[src/source/memory_pkg.sv]
// memory game package: board geometry, colour width, card and pair tables
package memory_pkg;

	localparam int num_cards = 18; // 3 rows of 6

	typedef logic [num_cards-1:0] card_sel_t; // one-hot switch word
	typedef logic [4:0] card_idx_t;           // card number 0..17
	typedef logic [2:0] colour_t;             // 1 bit per channel
	typedef logic [7:0] x_t;                  // 0..159
	typedef logic [6:0] y_t;                  // 0..119
	typedef logic [3:0] digit_t;              // decimal score digit
	typedef logic [6:0] seg_t;                // active low, g..a

	localparam int card_w = 18;
	localparam int card_h = 28;
	localparam int half_w = 9; // left colour half

	// card origins, index is card number
	// card 17 top left, card 0 bottom right
	localparam x_t card_x [0:num_cards-1] = '{
		8'd137, 8'd111, 8'd85, 8'd59, 8'd33, 8'd7,  // bottom row
		8'd137, 8'd111, 8'd85, 8'd59, 8'd33, 8'd7,  // middle row
		8'd137, 8'd111, 8'd85, 8'd59, 8'd33, 8'd7   // top row
	};
	localparam y_t card_y [0:num_cards-1] = '{
		7'd83, 7'd83, 7'd83, 7'd83, 7'd83, 7'd83,
		7'd45, 7'd45, 7'd45, 7'd45, 7'd45, 7'd45,
		7'd6, 7'd6, 7'd6, 7'd6, 7'd6, 7'd6
	};

	// half colours, pairs share both halves
	localparam colour_t card_colour_a [0:num_cards-1] = '{
		3'b011, 3'b100, 3'b111, 3'b010, 3'b010, 3'b101,  // 0..5
		3'b100, 3'b100, 3'b101, 3'b100, 3'b001, 3'b101,  // 6..11
		3'b101, 3'b111, 3'b010, 3'b010, 3'b011, 3'b001   // 12..17
	};
	localparam colour_t card_colour_b [0:num_cards-1] = '{
		3'b100, 3'b001, 3'b100, 3'b111, 3'b011, 3'b111,
		3'b001, 3'b101, 3'b111, 3'b101, 3'b010, 3'b001,
		3'b001, 3'b100, 3'b111, 3'b011, 3'b100, 3'b010
	};

	// matching partner of each card, symmetric
	localparam card_idx_t pair_of [0:num_cards-1] = '{
		5'd16, 5'd6, 5'd13, 5'd14, 5'd15, 5'd8,   // 0..5
		5'd1, 5'd9, 5'd5, 5'd7, 5'd17, 5'd12,     // 6..11
		5'd11, 5'd2, 5'd3, 5'd4, 5'd0, 5'd10      // 12..17
	};

	// lowest set bit wins, all zero gives 0 (caller checks |sel)
	function automatic card_idx_t sel_to_idx(input card_sel_t sel);
		card_idx_t idx;
		idx = '0;
		for (int i = num_cards - 1; i >= 0; i--)
		begin
			if (sel[i])
				idx = card_idx_t'(i); // later (lower) hits overwrite
		end
		return idx;
	endfunction

endpackage
[src/source/memory_game.sv]
// memory game top: connects turn steps, judging, scores and card drawing to the board
`timescale 1ns/1ps

module memory_game #(
	parameter int score_wrap = 9
) (
	input  logic                  clk,
	input  logic                  reset_n,
	input  logic                  go,       // step key
	input  logic                  hide,     // turn card face down
	input  memory_pkg::card_sel_t card_sel, // one-hot switches
	output memory_pkg::x_t        x,
	output memory_pkg::y_t        y,
	output memory_pkg::colour_t   colour,
	output logic                  plot,
	output logic                  player,
	output memory_pkg::seg_t      seg_p1,
	output memory_pkg::seg_t      seg_p2
);

	logic pick_a;
	logic pick_b;
	logic judge;
	logic reveal;
	logic hit;

	turn_sequencer u_turn (
		.clk     (clk),
		.reset_n (reset_n),
		.go      (go),
		.pick_a  (pick_a),
		.pick_b  (pick_b),
		.judge   (judge),
		.reveal  (reveal)
	);

	pair_judge u_judge (
		.clk      (clk),
		.reset_n  (reset_n),
		.card_sel (card_sel),
		.pick_a   (pick_a),
		.pick_b   (pick_b),
		.judge    (judge),
		.hit      (hit),
		.player   (player)
	);

	score_board #(.score_wrap(score_wrap)) u_score (
		.clk     (clk),
		.reset_n (reset_n),
		.hit     (hit),
		.player  (player),
		.seg_p1  (seg_p1),
		.seg_p2  (seg_p2)
	);

	card_painter u_paint (
		.clk      (clk),
		.reset_n  (reset_n),
		.card_sel (card_sel),
		.reveal   (reveal),
		.hide     (hide),
		.x        (x),
		.y        (y),
		.colour   (colour),
		.plot     (plot)
	);

endmodule

[src/source/card_painter.sv]
// card painter: sweeps one card rectangle and streams its pixels to the frame buffer
`timescale 1ns/1ps

module card_painter (
	input  logic                  clk,
	input  logic                  reset_n,
	input  memory_pkg::card_sel_t card_sel,
	input  logic                  reveal, // pulse, draw face up
	input  logic                  hide,   // level, rising edge draws face down
	output memory_pkg::x_t        x,
	output memory_pkg::y_t        y,
	output memory_pkg::colour_t   colour,
	output logic                  plot
);

	localparam int col_last = memory_pkg::card_w - 1; // 17
	localparam int row_last = memory_pkg::card_h - 1; // 27

	logic hide_q;
	logic hide_rise;
	logic start;
	logic sel_any;

	memory_pkg::card_idx_t card_q; // card being drawn
	logic                  hidden_q;
	logic                  active_q;
	logic [4:0]            col_q;  // 0..17
	logic [4:0]            row_q;  // 0..27
	logic                  last_px;

	assign hide_rise = hide && !hide_q;
	assign start     = reveal || hide_rise;
	assign sel_any   = |card_sel;
	assign last_px   = (col_q == 5'(col_last)) && (row_q == 5'(row_last));

	always_ff @(posedge clk)
	begin
		if (!reset_n)
			hide_q <= 1'b0;
		else
			hide_q <= hide;
	end

	// latch card on start, restart from the corner
	always_ff @(posedge clk)
	begin
		if (!reset_n)
		begin
			card_q   <= '0;
			hidden_q <= 1'b0;
			active_q <= 1'b0;
			col_q    <= '0;
			row_q    <= '0;
		end
		else if (start)
		begin
			card_q   <= memory_pkg::sel_to_idx(card_sel);
			hidden_q <= !reveal; // reveal wins a tie
			active_q <= sel_any; // no card, no sweep
			col_q    <= '0;
			row_q    <= '0;
		end
		else if (active_q)
		begin
			if (last_px)
			begin
				active_q <= 1'b0; // 504th pixel out
				col_q    <= '0;
				row_q    <= '0;
			end
			else if (col_q == 5'(col_last))
			begin
				col_q <= '0; // next row
				row_q <= row_q + 5'd1;
			end
			else
				col_q <= col_q + 5'd1;
		end
	end

	// origin plus offset, row-major
	assign x = memory_pkg::card_x[card_q] + memory_pkg::x_t'(col_q);
	assign y = memory_pkg::card_y[card_q] + memory_pkg::y_t'(row_q);

	// two halves face up, black face down
	always_comb
	begin
		if (hidden_q)
			colour = '0;
		else if (col_q < 5'(memory_pkg::half_w))
			colour = memory_pkg::card_colour_a[card_q]; // left half
		else
			colour = memory_pkg::card_colour_b[card_q];
	end

	assign plot = active_q; // one pixel per cycle while sweeping

endmodule

[src/source/score_board.sv]
// score board: two wrapping decimal score digits with seven-segment decode
`timescale 1ns/1ps

module score_board #(
	parameter int score_wrap = 9 // last digit before rolling to 0
) (
	input  logic             clk,
	input  logic             reset_n,
	input  logic             hit,
	input  logic             player,
	output memory_pkg::seg_t seg_p1,
	output memory_pkg::seg_t seg_p2
);

	memory_pkg::digit_t score_q [2]; // index is player

	function automatic memory_pkg::digit_t bump(input memory_pkg::digit_t d);
		if (d == memory_pkg::digit_t'(score_wrap))
			return '0; // wrap
		return d + 4'd1;
	endfunction

	// active low, bit 0 is segment a
	function automatic memory_pkg::seg_t seg_of(input memory_pkg::digit_t d);
		case (d)
			4'd0:    return 7'b1000000;
			4'd1:    return 7'b1111001;
			4'd2:    return 7'b0100100;
			4'd3:    return 7'b0110000;
			4'd4:    return 7'b0011001;
			4'd5:    return 7'b0010010;
			4'd6:    return 7'b0000010;
			4'd7:    return 7'b1111000;
			4'd8:    return 7'b0000000;
			4'd9:    return 7'b0011000;
			default: return 7'b1111111; // blank above 9
		endcase
	endfunction

	// one point for whoever holds the turn
	always_ff @(posedge clk)
	begin
		if (!reset_n)
		begin
			score_q[0] <= '0;
			score_q[1] <= '0;
		end
		else if (hit)
			score_q[player] <= bump(score_q[player]);
	end

	assign seg_p1 = seg_of(score_q[0]);
	assign seg_p2 = seg_of(score_q[1]);

endmodule

[src/source/pair_judge.sv]
// pair judge: records both picks, checks the pair and keeps the turn owner
`timescale 1ns/1ps

module pair_judge (
	input  logic                 clk,
	input  logic                 reset_n,
	input  memory_pkg::card_sel_t card_sel,
	input  logic                 pick_a,
	input  logic                 pick_b,
	input  logic                 judge,
	output logic                 hit,    // one cycle on match
	output logic                 player  // 0 player one, 1 player two
);

	memory_pkg::card_idx_t sel_idx;
	logic                  sel_any;

	memory_pkg::card_idx_t first_idx;
	memory_pkg::card_idx_t second_idx;
	logic                  first_valid;
	logic                  second_valid;
	logic                  is_pair;

	// lowest set switch is the card
	assign sel_idx = memory_pkg::sel_to_idx(card_sel);
	assign sel_any = |card_sel; // no switch means no card

	// card numbers, only meaningful with their valid flag
	always_ff @(posedge clk)
	begin
		if (pick_a)
			first_idx <= sel_idx;
		if (pick_b)
			second_idx <= sel_idx;
	end

	// valid flags, cleared once the pair is judged
	always_ff @(posedge clk)
	begin
		if (!reset_n)
		begin
			first_valid  <= 1'b0;
			second_valid <= 1'b0;
		end
		else if (judge)
		begin
			first_valid  <= 1'b0;
			second_valid <= 1'b0;
		end
		else
		begin
			if (pick_a)
				first_valid <= sel_any;
			if (pick_b)
				second_valid <= sel_any;
		end
	end

	// partner lookup on the first card
	assign is_pair = first_valid && second_valid &&
		(memory_pkg::pair_of[first_idx] == second_idx);

	// verdict; a miss hands the turn over
	always_ff @(posedge clk)
	begin
		if (!reset_n)
		begin
			hit    <= 1'b0;
			player <= 1'b0;
		end
		else
		begin
			hit <= 1'b0; // pulse by default
			if (judge)
			begin
				if (is_pair)
					hit <= 1'b1; // same player goes again
				else
					player <= ~player;
			end
		end
	end

endmodule

[src/source/turn_sequencer.sv]
// turn sequencer: steps one turn through pick, pick and judge on go presses
`timescale 1ns/1ps

module turn_sequencer (
	input  logic clk,
	input  logic reset_n,
	input  logic go,     // level, high while pressed
	output logic pick_a, // first card taken
	output logic pick_b, // second card taken
	output logic judge,  // pair verdict request
	output logic reveal  // draw the card under the switches
);

	typedef enum logic [2:0] {
		st_pick1,
		st_pick1_wait,
		st_pick2,
		st_pick2_wait,
		st_check,
		st_check_wait
	} state_t;

	state_t state_q;
	state_t state_d;

	// press enters wait, release moves to next step
	always_comb
	begin
		state_d = state_q;
		case (state_q)
			st_pick1:      if (go) state_d = st_pick1_wait;
			st_pick1_wait: if (!go) state_d = st_pick2;
			st_pick2:      if (go) state_d = st_pick2_wait;
			st_pick2_wait: if (!go) state_d = st_check;
			st_check:      if (go) state_d = st_check_wait;
			st_check_wait: if (!go) state_d = st_pick1;
			default:       state_d = st_pick1;
		endcase
	end

	always_ff @(posedge clk)
	begin
		if (!reset_n)
			state_q <= st_pick1;
		else
			state_q <= state_d;
	end

	// pulses high for the cycle ending on the moving edge
	// state leaves on that edge, so each lasts one cycle
	assign pick_a = (state_q == st_pick1_wait) && !go; // release of first pick
	assign pick_b = (state_q == st_pick2_wait) && !go;
	assign judge  = (state_q == st_check_wait) && !go;

	// press in either pick state shows the card
	assign reveal = ((state_q == st_pick1) || (state_q == st_pick2)) && go;

endmodule

[config.mk]
export PLATFORM = sky130hd
export DESIGN_NAME = memory_game
export DESIGN_NICKNAME = d
export VERILOG_FILES = /design/src/source/memory_pkg.sv /design/src/source/memory_game.sv /design/src/source/card_painter.sv /design/src/source/score_board.sv /design/src/source/pair_judge.sv /design/src/source/turn_sequencer.sv
export SDC_FILE = /design/constraint.sdc
export NUM_CORES = 1
export LEC_CHECK = 0
export BUFFER_PORTS_ARGS = -buffer_cell sky130_fd_sc_hd__clkbuf_2
export CAP_MARGIN = 20
export CORE_AREA = 2 2 83 85
export CTS_BUF_LIST = sky130_fd_sc_hd__clkbuf_8 sky130_fd_sc_hd__clkbuf_16
export CTS_CLUSTER_SIZE = 8
export DETAILED_ROUTE_END_ITERATION = 8
export DIE_AREA = 0 0 85 87
export HOLD_SLACK_MARGIN = 0.02
export PLACE_DENSITY = 0.82
export SYNTH_ARGS = -nofsm -noshare
export SYNTH_HDL_FRONTEND = slang
export SYNTH_SLANG_ARGS = --single-unit
[constraint.sdc]
create_clock -name clk -period 3.15 [get_ports clk]
set_input_delay 0.315 -clock clk [delete_from_list [all_inputs] [get_ports clk]]
set_output_delay 0.315 -clock clk [all_outputs]
set_load 0.005 [all_outputs]
==> metrics.cfg <==
[setup_path]
cp_max_fo = 5
slowest_stage = dfxtp_1
critPathLaunchType = flop
crit_path_max_incr_delay_ns = 0.34
crit_type = reg -> out
crit_arrival_ns = 2.66
required_ns = 2.83
crit_buf_inv = 2
cp_cell_sequence = inv_1 -> ha_4 -> nor2b_4 -> nor3_1 -> a21oi_1 -> o22ai_1 -> ha_1 -> a21oi_2 -> o21bai_1 -> a21oi_2 -> nor3_1 -> xor2_1 -> clkbuf_2
cp-end-kind = output port
cp_top_family = adder cells

[timing]
hold_viol = 0
worst_pin_slew_ns = 0.814
max_freq_ghz = 0.337
clock_skew_ns = 0.00470
setup_violations = 0
slew_headroom_pct = 45.3
slew_viol_final = 0
min_period_ns = 2.97
setup_tns_ns = 0
rsz0062_at_grt = false
fin_crit_sh_pct = 94.3

[global_route]
grt.overflow.total = 0
grt_max_degree = 23
first_global_vias = 3077
grt_pass1_wl_um = 13200
antenna_found_initial = 0
grt.total_usage_pct = 21.3

[cells_and_area]
nNetsFinal = 548
fin_util_pct = 60.6
drive_gt1_share_pct = 16.0
fill_cells = 563
n_antenna_cell = 0
synthToLayoutAreaGrowth_pct = 14.0

[floorplan]
core-area_um2 = 6570
initial_core_util_pct = 53.2
dieArea_um2 = 7400
rows = 30
die_w_um = 85
dieHeight_um = 87
io_pins = 56

[synthesis]
synth_top_flop_cell = dfxtp_1
synth_edf_count = 18
netlist_instances = 440
synth_warnings = 0
syn_area_um2 = 3490
synthArstFlopShare_pct = 0
synth_nets = 495
ys_seq_elements = 44
avgSynthCellArea_um2 = 7.94
ys_seq_area_share_pct = 30.4
synthDistinctLibCells = 56

[cts]
cts_buffers = 5
post_cts_buffers = 0
clk_pin_slew_ns = 0.08
cts_hold_buffers = 0
cts-root-buf = clkbuf_8
numClockSinks = 44
cts_tree = built
cts_max_level = 2
clock_path_buffers = 2
clock_latency_ns = 0.30

[routing]
totalWireLength_um = 7690
viasPerCell = 5.64
drc = 0
firstDrtPassIters = 4
ant_nets = 0
vias = 3237
first_iter_violations = 116
wl_per_cell_um = 13.4

[power]
powerDensity_nw_per_um2 = 321
irDropWorstVdd_v = 0.000209
leakagePower_nw = 1.70
total_power_w = 0.00128

[placement]
port_buffers = 55
gp_congestion = 0.905
dp_hpwl_um = 5900

[status]
status = finished, final reports clean

[job]
drv_cap = 0

[worst_hold_path]
hp-class = in -> reg

-- layer usage --
metal / share of wire, % / routed length (um) / up-vias / track usage, %
met2: 52 / 3970 / 67 / 40.2
met3: 3.0 / 234 / 10 / 1.99
li1: - / - / 1650 / -
met5: 0 / 0 / - / 0
met4: 1.5 / 117 / 0 / 6.93
met1: 44 / 3370 / 1510 / 25.4
-- worst register-to-register path: stages, from the launching register on --
cell	delay, ns
edfxtp_1	0.53
xor2_1	0.21
nor4_1	0.27
xnor2_1	0.17
nand4_1	0.13
or3_4	0.42
o311ai_1	0.29
-- sequential cells by signal, indices dropped and copies added, names as in the netlist, named ones only --
signal and cells:
u_judge.player 1, u_score.score_q 8, u_paint.hide_q 1, u_paint.col_q 5, u_judge.hit 1, u_judge.second_valid 1
u_paint.row_q 5, u_judge.second_idx 5, u_judge.first_idx 5, u_paint.hidden_q 1, u_paint.plot 1, u_turn.state_q 3
u_paint.card_q 5, u_judge.first_valid 1
-- path summary, 6_finish.rpt --
check	startpoint	endpoint	slack, ns	cells after the start
setup / recovery	u_paint.card_q[1]$_SDFFE_PN0P_	x[7]	0.18	13
hold / removal	hide	u_paint.hide_q$_SDFF_PN0_	0.25	2
setup reg to reg	u_judge.first_idx[1]$_DFFE_PP_	u_judge.player$_SDFFE_PN0P_	1.04	6
hold reg to reg	u_judge.second_valid$_SDFFE_PP0P_	u_judge.second_valid$_SDFFE_PP0P_	0.52	2
-- layout by cell type (no fill, tap or decap), types with 7 or more instances in the layout --
master,n
dfxtp_1,26
buf_4,7
ha_1,30
xnor2_1,9
clkbuf_2,55
nor3_1,8
nand3_1,7
a21oi_1,35
a31oi_1,10
nand2_1,40
a211oi_1,9
nand2b_1,12
o21ai_0,25
inv_1,24
nor2_1,62
o21ai_1,7
edfxtp_1,18
xor2_1,15
nor2b_1,11
-- cell families (layout without fill, tap and decap cells) --
kind of cell | Yosys count | in the layout | share of synthesized area [%]
simple gates | 173 | 173 | 23.9
compound gates | 121 | 121 | 21.2
flops | 44 | 44 | 30.4
buf+inv | 39 | 93 | 4.58
fa+ha+maj | 34 | 34 | 12.5
xor+xnor | 24 | 24 | 6.02
mux | 5 | 5 | 1.47
-- area by class of cell --
| type | instances | area [um2] | area share (%) |
|---|---|---|---|
| clock buffers | 5 | 68.8 | 1.73 |
| clock inverters | 3 | 38.8 | 0.974 |
| inverters | 23 | 86.3 | 2.17 |
| multi-input cells | 357 | 2300 | 57.7 |
| flip-flops and latches | 44 | 1060 | 26.6 |
| well taps | 80 | 100 | 2.51 |
| repair buffers | 62 | 328 | 8.23 |
-- repair_timing --
item	CTS	global route
endpoints found under the setup margin	1	4
pin swaps	0	2
resized for setup	1	5
-- Yosys cell counts (all sizes together), types with 2 or more instances --
master | count | area share (%)
xnor2 | 9 | 2.3
and2 | 5 | 0.90
o211ai | 2 | 0.43
xor2 | 15 | 3.8
nor2 | 62 | 6.7
mux2i | 4 | 1.1
nor2b | 12 | 2.1
nand4 | 5 | 0.90
a211o | 4 | 1.0
fa | 2 | 1.1
o31ai | 4 | 0.86
nand2 | 40 | 4.3
dfxtp | 26 | 15
o311ai | 3 | 0.75
a31oi | 10 | 1.8
nand3 | 7 | 1.0
o21a | 4 | 0.86
nor3 | 8 | 1.1
clkbuf | 12 | 1.3
a21boi | 2 | 0.43
edfxtp | 18 | 15
nand2b | 12 | 2.1
and3 | 2 | 0.36
inv | 23 | 2.5
or2 | 2 | 0.36
nor3b | 5 | 1.1
a211oi | 9 | 1.9
buf | 4 | 0.82
or3 | 2 | 0.50
ha | 31 | 11
o21bai | 5 | 1.1
o21ai | 32 | 4.6
a21o | 2 | 0.43
nor4 | 5 | 0.90
a21oi | 38 | 5.6
-- per-stage QoR --
step / cell area (um2) / std cells / setup WS, ns / hold slack [ns]
global placement: 3850 / 566 / 0.407 / 0.483
floorplan: 3490 / 440 / 0.299 / 0.440
CTS: 3960 / 574 / 0.0334 / 0.245
global route: 3980 / 574 / 0.0142 / 0.245
detailed placement: 3850 / 566 / 0.299 / 0.511
finish: 3980 / 574 / 0.178 / 0.248
-- power breakdown --
| part | leakage (nW) | switching [W] | internal [W] | total, W |
|---|---|---|---|---|
| Clock | 0.0593 | 0.000189 | 0.000232 | 0.000421 |
| Combinational | 1.26 | 0.000128 | 0.000104 | 0.000232 |
| Sequential | 0.385 | 0.0000210 | 0.000605 | 0.000626 |
| Total | 1.70 | 0.000338 | 0.000941 | 0.00128 |
No activity file was read; power rests on OpenSTA's default activity.
